## config.mk

```make
export PLATFORM = sky130hd
export DESIGN_NAME = core_control_top
export DESIGN_NICKNAME = d
export VERILOG_FILES = /design/src/rtl/core_types_pkg.sv /design/src/rtl/core_decode_pkg.sv /design/src/rtl/core_control_top.sv /design/src/rtl/core_control_writeback.sv /design/src/rtl/core_cycle_sequencer.sv /design/src/rtl/core_issue_latch.sv /design/src/rtl/core_register_file.sv
export VERILOG_INCLUDE_DIRS = /design/src /design/src/rtl
export SDC_FILE = /design/constraint.sdc
export NUM_CORES = 1
export LEC_CHECK = 0
export BUFFER_PORTS_ARGS = -buffer_cell sky130_fd_sc_hd__buf_2
export CAP_MARGIN = 10
export CORE_AREA = 3 3 286 204
export CTS_CLUSTER_SIZE = 24
export DETAILED_ROUTE_END_ITERATION = 12
export DIE_AREA = 0 0 289 207
export PLACE_DENSITY = 0.76
export SLEW_MARGIN = 10
export SYNTH_ARGS = -nofsm -noshare
export SYNTH_HDL_FRONTEND = slang
export SYNTH_SLANG_ARGS = --single-unit
```

## constraint.sdc

```tcl
create_clock -name clk -period 5.8 [get_ports clk]
set_input_delay 0.87 -clock clk [delete_from_list [all_inputs] [get_ports clk]]
set_output_delay 0.87 -clock clk [all_outputs]
set_load 0.05 [all_outputs]
```

## src/rtl/core_defines.svh

```systemverilog
`ifndef CORE_DEFINES_SVH
`define CORE_DEFINES_SVH

// architectural register file size
`define CORE_NUM_REGS 16

// link register and program counter
`define R14 4'd14
`define R15 4'd15

`endif

```

## src/rtl/core_types_pkg.sv

```systemverilog
`include "core_defines.svh"

package core_types_pkg;

	// data path word
	typedef logic [31:0] word;

	// register index, wide enough for the whole file
	typedef logic [$clog2(`CORE_NUM_REGS)-1:0] reg_num;

	// condition flags as stored in the psr
	typedef struct packed {
		logic n;
		logic z;
		logic c;
		logic v;
	} psr_flags;

	// control cycles of one instruction
	typedef enum logic [2:0] {
		ISSUE,
		TRANSFER,
		BASE_WRITEBACK,
		MUL,
		MUL_HI_WB,
		EXCEPTION
	} ctrl_cycle;

endpackage

```

## src/rtl/core_decode_pkg.sv

```systemverilog
package core_decode_pkg;

	// what the instruction does to the datapath
	typedef struct packed {
		logic writeback;
		logic is_load;
		logic is_store;
		logic is_mul_long;
		logic base_wb;
	} datapath_decode;

	typedef struct packed {
		logic update_flags;
	} psr_decode;

	// register operands
	typedef struct packed {
		core_types_pkg::reg_num rd;
		core_types_pkg::reg_num ra;
		core_types_pkg::reg_num rd_hi;
	} data_decode;

	// one decoded instruction as carried by the issue strobe
	typedef struct packed {
		datapath_decode dec;
		psr_decode      dec_psr;
		data_decode     dec_data;
	} insn_issue;

endpackage

```

## src/rtl/core_control_top.sv

```systemverilog
`timescale 1ns/10ps

module core_control_top (
	input  logic                       clk,
	input  logic                       arst_n,
	input  core_decode_pkg::insn_issue insn,
	input  logic                       insn_valid,
	input  logic                       exc_req,
	input  core_types_pkg::word        q_alu,
	input  core_types_pkg::psr_flags   alu_flags,
	input  core_types_pkg::word        mul_q_hi,
	input  core_types_pkg::word        mul_q_lo,
	input  core_types_pkg::word        mem_data_rd,
	input  logic                       mem_ready,
	input  core_types_pkg::word        saved_base,
	input  core_types_pkg::word        vector,
	input  core_types_pkg::word        link,
	input  core_types_pkg::reg_num     rs,
	output core_types_pkg::word        rs_data,
	output core_types_pkg::psr_flags   flags,
	output logic                       idle,
	output logic                       mem_req
);

	import core_types_pkg::*;
	import core_decode_pkg::*;

	insn_issue held;
	logic      issue;
	logic      exc_issue;
	ctrl_cycle cycle;
	ctrl_cycle next_cycle;
	logic      final_pending;
	reg_num    rd;
	logic      writeback;
	logic      update_flags;
	word       wr_value;
	psr_flags  wb_alu_flags;

	// input side
	core_issue_latch u_issue_latch (
		.clk        (clk),
		.arst_n     (arst_n),
		.insn       (insn),
		.insn_valid (insn_valid),
		.exc_req    (exc_req),
		.idle       (idle),
		.held       (held),
		.issue      (issue),
		.exc_issue  (exc_issue)
	);

	core_cycle_sequencer u_sequencer (
		.clk           (clk),
		.arst_n        (arst_n),
		.held          (held),
		.issue         (issue),
		.exc_issue     (exc_issue),
		.mem_ready     (mem_ready),
		.final_pending (final_pending),
		.cycle         (cycle),
		.next_cycle    (next_cycle),
		.idle          (idle),
		.mem_req       (mem_req)
	);

	core_control_writeback u_writeback (
		.clk           (clk),
		.arst_n        (arst_n),
		.held          (held),
		.alu_flags     (alu_flags),
		.q_alu         (q_alu),
		.mem_data_rd   (mem_data_rd),
		.mul_q_hi      (mul_q_hi),
		.mul_q_lo      (mul_q_lo),
		.saved_base    (saved_base),
		.vector        (vector),
		.link          (link),
		.mem_ready     (mem_ready),
		.issue         (issue),
		.cycle         (cycle),
		.next_cycle    (next_cycle),
		.rd            (rd),
		.writeback     (writeback),
		.update_flags  (update_flags),
		.final_pending (final_pending),
		.wr_value      (wr_value),
		.wb_alu_flags  (wb_alu_flags)
	);

	// output side
	core_register_file u_register_file (
		.clk          (clk),
		.arst_n       (arst_n),
		.rd           (rd),
		.writeback    (writeback),
		.update_flags (update_flags),
		.wr_value     (wr_value),
		.wb_alu_flags (wb_alu_flags),
		.rs           (rs),
		.rs_data      (rs_data),
		.flags        (flags)
	);

endmodule

```

## src/rtl/core_control_writeback.sv

```systemverilog
`timescale 1ns/10ps
`include "core_defines.svh"

module core_control_writeback (
	input  logic                       clk,
	input  logic                       arst_n,
	input  core_decode_pkg::insn_issue held,
	input  core_types_pkg::psr_flags   alu_flags,
	input  core_types_pkg::word        q_alu,
	input  core_types_pkg::word        mem_data_rd,
	input  core_types_pkg::word        mul_q_hi,
	input  core_types_pkg::word        mul_q_lo,
	input  core_types_pkg::word        saved_base,
	input  core_types_pkg::word        vector,
	input  core_types_pkg::word        link,
	input  logic                       mem_ready,
	input  logic                       issue,
	input  core_types_pkg::ctrl_cycle  cycle,
	input  core_types_pkg::ctrl_cycle  next_cycle,
	output core_types_pkg::reg_num     rd,
	output logic                       writeback,
	output logic                       update_flags,
	output logic                       final_pending,
	output core_types_pkg::word        wr_value,
	output core_types_pkg::psr_flags   wb_alu_flags
);

	import core_types_pkg::*;

	reg_num final_rd;
	logic   final_writeback;
	logic   final_update_flags;
	logic   final_alu;
	word    final_value;
	logic   pending;

	logic exc_start;
	logic mul_split;
	logic base_split;
	logic release_final;
	logic mem_capture;

	assign exc_start = (cycle == ISSUE) && (next_cycle == EXCEPTION);

	// cycles that write one register and queue the next one
	assign mul_split  = (next_cycle == MUL_HI_WB);
	assign base_split = (cycle == BASE_WRITEBACK);

	assign release_final = pending && (cycle == ISSUE || cycle == MUL_HI_WB);
	assign mem_capture   = (cycle == TRANSFER) && mem_ready;

	// busy until the last write has left the port
	assign final_pending = pending || writeback || update_flags;

	always_ff @(posedge clk or negedge arst_n) begin
		if (!arst_n) begin
			rd                 <= '0;
			writeback          <= 1'b0;
			update_flags       <= 1'b0;
			final_rd           <= '0;
			final_writeback    <= 1'b0;
			final_update_flags <= 1'b0;
			final_alu          <= 1'b0;
			pending            <= 1'b0;
		end else begin
			writeback    <= 1'b0;
			update_flags <= 1'b0;

			if (issue) begin
				final_rd           <= held.dec_data.rd;
				final_writeback    <= held.dec.writeback && !held.dec.is_store;
				final_update_flags <= held.dec_psr.update_flags;
				final_alu          <= !held.dec.is_load;
				pending            <= 1'b1;
			end else if (exc_start) begin
				// pc first, link register last
				rd                 <= `R15;
				final_rd           <= `R14;
				final_writeback    <= 1'b1;
				final_update_flags <= 1'b0;
				final_alu          <= 1'b0;
				pending            <= 1'b1;
			end else if (cycle == EXCEPTION) begin
				writeback <= 1'b1;
			end else if (mul_split || base_split) begin
				rd                 <= final_rd;
				writeback          <= final_writeback;
				update_flags       <= final_update_flags;
				final_rd           <= mul_split ? held.dec_data.rd_hi : held.dec_data.ra;
				final_writeback    <= mul_split ? held.dec.writeback : 1'b1;
				final_update_flags <= 1'b0;
				final_alu          <= 1'b0;
			end else if (release_final) begin
				rd           <= final_rd;
				writeback    <= final_writeback;
				update_flags <= final_update_flags;
				pending      <= 1'b0;
			end
		end
	end

	always_ff @(posedge clk) begin
		wb_alu_flags <= alu_flags;

		if (exc_start) begin
			wr_value    <= vector;
			final_value <= link;
		end else if (mem_capture) begin
			// read data is only valid with the strobe
			final_value <= mem_data_rd;
		end else if (mul_split) begin
			wr_value    <= mul_q_lo;
			final_value <= mul_q_hi;
		end else if (base_split) begin
			wr_value    <= final_value;
			final_value <= saved_base;
		end else if (release_final) begin
			wr_value <= final_alu ? q_alu : final_value;
		end
	end

endmodule

```

## src/rtl/core_cycle_sequencer.sv

```systemverilog
`timescale 1ns/10ps

module core_cycle_sequencer (
	input  logic                       clk,
	input  logic                       arst_n,
	input  core_decode_pkg::insn_issue held,
	input  logic                       issue,
	input  logic                       exc_issue,
	input  logic                       mem_ready,
	input  logic                       final_pending,
	output core_types_pkg::ctrl_cycle  cycle,
	output core_types_pkg::ctrl_cycle  next_cycle,
	output logic                       idle,
	output logic                       mem_req
);

	import core_types_pkg::*;

	always_comb begin
		next_cycle = ISSUE;
		unique case (cycle)
			ISSUE: begin
				if (exc_issue) begin
					next_cycle = EXCEPTION;
				end else if (issue) begin
					if (held.dec.is_load || held.dec.is_store) begin
						next_cycle = TRANSFER;
					end else if (held.dec.is_mul_long) begin
						next_cycle = MUL;
					end
				end
			end

			TRANSFER: begin
				// memory wait, any length
				if (!mem_ready) begin
					next_cycle = TRANSFER;
				end else if (held.dec.base_wb) begin
					next_cycle = BASE_WRITEBACK;
				end
			end

			MUL:
				next_cycle = MUL_HI_WB;

			default:
				next_cycle = ISSUE;
		endcase
	end

	always_ff @(posedge clk or negedge arst_n) begin
		if (!arst_n) begin
			cycle <= ISSUE;
		end else begin
			cycle <= next_cycle;
		end
	end

	// a deferred write keeps the core busy
	assign idle = (cycle == ISSUE) && !final_pending;

	assign mem_req = (cycle == TRANSFER);

endmodule

```

## src/rtl/core_issue_latch.sv

```systemverilog
`timescale 1ns/10ps

module core_issue_latch (
	input  logic                       clk,
	input  logic                       arst_n,
	input  core_decode_pkg::insn_issue insn,
	input  logic                       insn_valid,
	input  logic                       exc_req,
	input  logic                       idle,
	output core_decode_pkg::insn_issue held,
	output logic                       issue,
	output logic                       exc_issue
);

	import core_decode_pkg::*;

	insn_issue held_q;

	// strobes outside idle are dropped
	assign exc_issue = exc_req && idle;

	// exception request wins over an instruction in the same cycle
	assign issue = insn_valid && idle && !exc_req;

	// the new instruction is visible in its issue cycle already
	assign held = issue ? insn : held_q;

	always_ff @(posedge clk or negedge arst_n) begin
		if (!arst_n) begin
			held_q <= '0;
		end else if (issue) begin
			held_q <= insn;
		end
	end

endmodule

```

## src/rtl/core_register_file.sv

```systemverilog
`timescale 1ns/10ps
`include "core_defines.svh"

module core_register_file (
	input  logic                     clk,
	input  logic                     arst_n,
	input  core_types_pkg::reg_num   rd,
	input  logic                     writeback,
	input  logic                     update_flags,
	input  core_types_pkg::word      wr_value,
	input  core_types_pkg::psr_flags wb_alu_flags,
	input  core_types_pkg::reg_num   rs,
	output core_types_pkg::word      rs_data,
	output core_types_pkg::psr_flags flags
);

	import core_types_pkg::*;

	word regs [`CORE_NUM_REGS];

	always_ff @(posedge clk or negedge arst_n) begin
		if (!arst_n) begin
			for (int i = 0; i < `CORE_NUM_REGS; i++) begin
				regs[i] <= '0;
			end
			flags <= '0;
		end else begin
			if (writeback) begin
				regs[rd] <= wr_value;
			end
			if (update_flags) begin
				flags <= wb_alu_flags;
			end
		end
	end

	// operand port, no bypass of a write in flight
	assign rs_data = regs[rs];

endmodule

```

==> results.toml <==
[die]
initial_core_util_pct = 49.5
ios = 293
die_area_um2 = 59800
die_height_um = 207
rows = 73
floorplan.die.width_um = 289
core_area_um2 = 56100

[flow_run]
cap_violations = 0

[power]
p_sw_uw = 5020
pwr-share-comb_pct = 27.8
seqPwrFrac_pct = 47.4
ir_drop_v = 0.000307
swShare_pct = 33.8
p_int_uw = 9830
p_per_area_nw_per_um2 = 468
p_leak_uw = 0.0146
finalPower_uw = 14800
clockPowerShare_pct = 24.8

[routing]
post-route-drc-count = 0
first_pass_iters = 5
vias_per_cell = 6.10
wl_um = 78200
vias = 18000
wl_per_cell_um = 26.6
ant_nets = 0
drtIter0Drc = 1543

[sta]
max_slew_margin_pct = 20.2
final_hold_viol_count = 0
setup_viol = 0
tns_ps = 0
max_freq_mhz = 253
rsz0062_at_grt = "no"
maxSlewViolCount = 0
min_period_ps = 3950
tightest_slew_ps = 1190
finClkSkew_ps = 20.1
min_period_over_period_pct = 68.1

[layout]
drive_gt1_share_pct = 49.2
fill_cells = 4421
design_area_um2 = 31700
fin_util_pct = 56.5
finalNetCount = 2399
area_growth_pct = 14.1

[worst_setup_path]
cp-end-kind = "output port"
arrival_ps = 3080
path_depth = 6
slowest_delay_ps = 550
critPathMaxFanout = 47
crit_family = "buffers and inverters"
critPathKind = "in2out"
path_cells = "clkbuf_8 > buf_4 > mux4_2 > a22oi_1 > nand2_1 > buf_2"
critPathSlowestCell = "mux4_2"
worstRegToRegCells = 4
crit_buf_inv = 3
cp-start-kind = "primary input"
cp.required_ps = 4930

[run_status]
status = "complete, no violations"

[cts]
clock_latency_ps = 620
cts_num_sinks = 611
post_cts_buffers = 0
cts_tree = "done"
cts_resized = 0
root_buffer = "clkbuf_16"
cts_buffers = 56
hold_buffers = 0
cts_buffer_depth = 3
htree_levels = 2
path_clk_slew_ps = 70

[global_route]
grt_pass1_wl_um = 119000
grt_overflow = 0
grt.total_usage_pct = 26.3
antenna_found_initial = 3
grt_pass1_vias = 19000
grt_max_degree = 133

[logic_synthesis]
ys_seq_area_share_pct = 56.1
synth_warnings = 0
yosysUniqueCellTypes = 44
synthTopCellsByArea = "dfrtp_1, mux2_2, mux4_2"
syn_area_um2 = 27800
synth_top_area_share_pct = 48.9
syn_nets = 2182
synth_area_leader_cell = "dfrtp_1"
postSynthCellCount = 1927
synthArstFlopShare_pct = 88.9
synth.most_common_cell = "dfrtp_1"
synth_ff_type = "dfrtp_1"
avgSynthCellArea_um2 = 14.4
synth_seq_cells = 611
synth_edf_count = 64
synth_common_cells = "dfrtp_1, mux2_2, nand2_1, mux4_2, clkbuf_1"

[placement]
dp_hpwl_um = 48100
place_area_um2 = 29900
port_buffers = 292
gp_congestion = 0.991

[min_path]
hp-class = "in2async"
==> metrics by stage <==
step                      setup WS, ps  hold slack, ps  std cells
after floorplan                   2310             433       1927
after global placement            1840             445       2836
after detailed placement          1800             455       2836
after CTS                         1790             250       2940
after global routing              1690             276       2941
final                             1850             241       2942
==> worst reg2reg max path, cell delays in order, from the launching register on <==
cell      delay [ps]
dfrtp_1          500
nand2b_1         380
nand2_1          720
o22ai_1          540
o31ai_1         1060
==> power groups by stage <==
stage                     clock network, uW  registers [uW]  logic (uW)
after floorplan                           0            6490        3120
after global placement                    0            6940        4010
after detailed placement                  0            7050        4140
after CTS                              3740            6990        4150
after global routing                   3920            7210        4430
final                                  3690            7030        4120
==> flip-flops by register name, summed over array words and instances (netlist names) <==
register                        flops
u_sequencer.cycle                   3
u_writeback.final_writeback         1
u_writeback.final_update_flags      1
u_writeback.rd                      4
u_writeback.pending                 1
u_register_file.regs              512
u_writeback.final_value            32
u_issue_latch.held_q               10
u_writeback.wr_value               32
u_writeback.update_flags            1
u_writeback.writeback               1
u_writeback.final_alu               1
u_register_file.flags               4
u_writeback.wb_alu_flags            4
u_writeback.final_rd                4
==> per-layer routing <==
| layer | vias up | routed length [um] | track usage [%] |
|---|---|---|---|
| li1 | 7616 | - | - |
| met1 | 9500 | 33200 | 37.0 |
| met2 | 700 | 37500 | 42.0 |
| met3 | 136 | 5060 | 4.69 |
| met4 | 0 | 2440 | 8.30 |
| met5 | - | 0 | 0 |
==> layout by cell type (no fill, tap or decap), types with 13 or more instances in the layout <==
cell and instances:
a21oi_1 13, a22oi_1 66, a31oi_1 31, buf_2 289
buf_4 36, clkbuf_1 19, clkbuf_16 58, clkinv_2 14
dfrtp_1 543, edfxtp_1 64, mux2_2 506, mux4_2 128
nand2_1 167, nor2_1 49, o22ai_1 64, o31ai_1 34
==> cells by family after synthesis <==
kind of cell	Yosys count	synth area share (%)
AO/OA/AOI/OAI	219	5.35
AND/OR/NAND/NOR	276	4.30
flip-flops	611	56.1
multiplexers	645	31.3
buffers and inverters	176	2.90
==> layout make-up <==
class	instances	area (um^2)	share of cell area, %
antenna	2	5.00	0.0158
clock buffer	85	1630	5.15
clock inverter	19	180	0.568
timing repair buffer	332	1850	5.82
multi-input combinational	1140	11500	36.3
inverter	3	11.3	0.0355
tap	750	938	2.96
sequential	611	15600	49.2
==> worst paths after layout <==
path                       slack [ps]                     endpoint                        start
min in group clk                  360  u_writeback.wb_alu_flags[1]                 alu_flags[1]
min                               240    u_register_file.regs[457]                       arst_n
min reg2reg                       470     u_register_file.flags[0]  u_writeback.wb_alu_flags[0]
max in group asynchronous        4110    u_register_file.regs[353]                       arst_n
max                              1850                   rs_data[1]                        rs[0]
max reg2reg                      2240     u_writeback.wr_value[24]         u_sequencer.cycle[2]
Note: power is estimated with default switching activity, not from simulation.
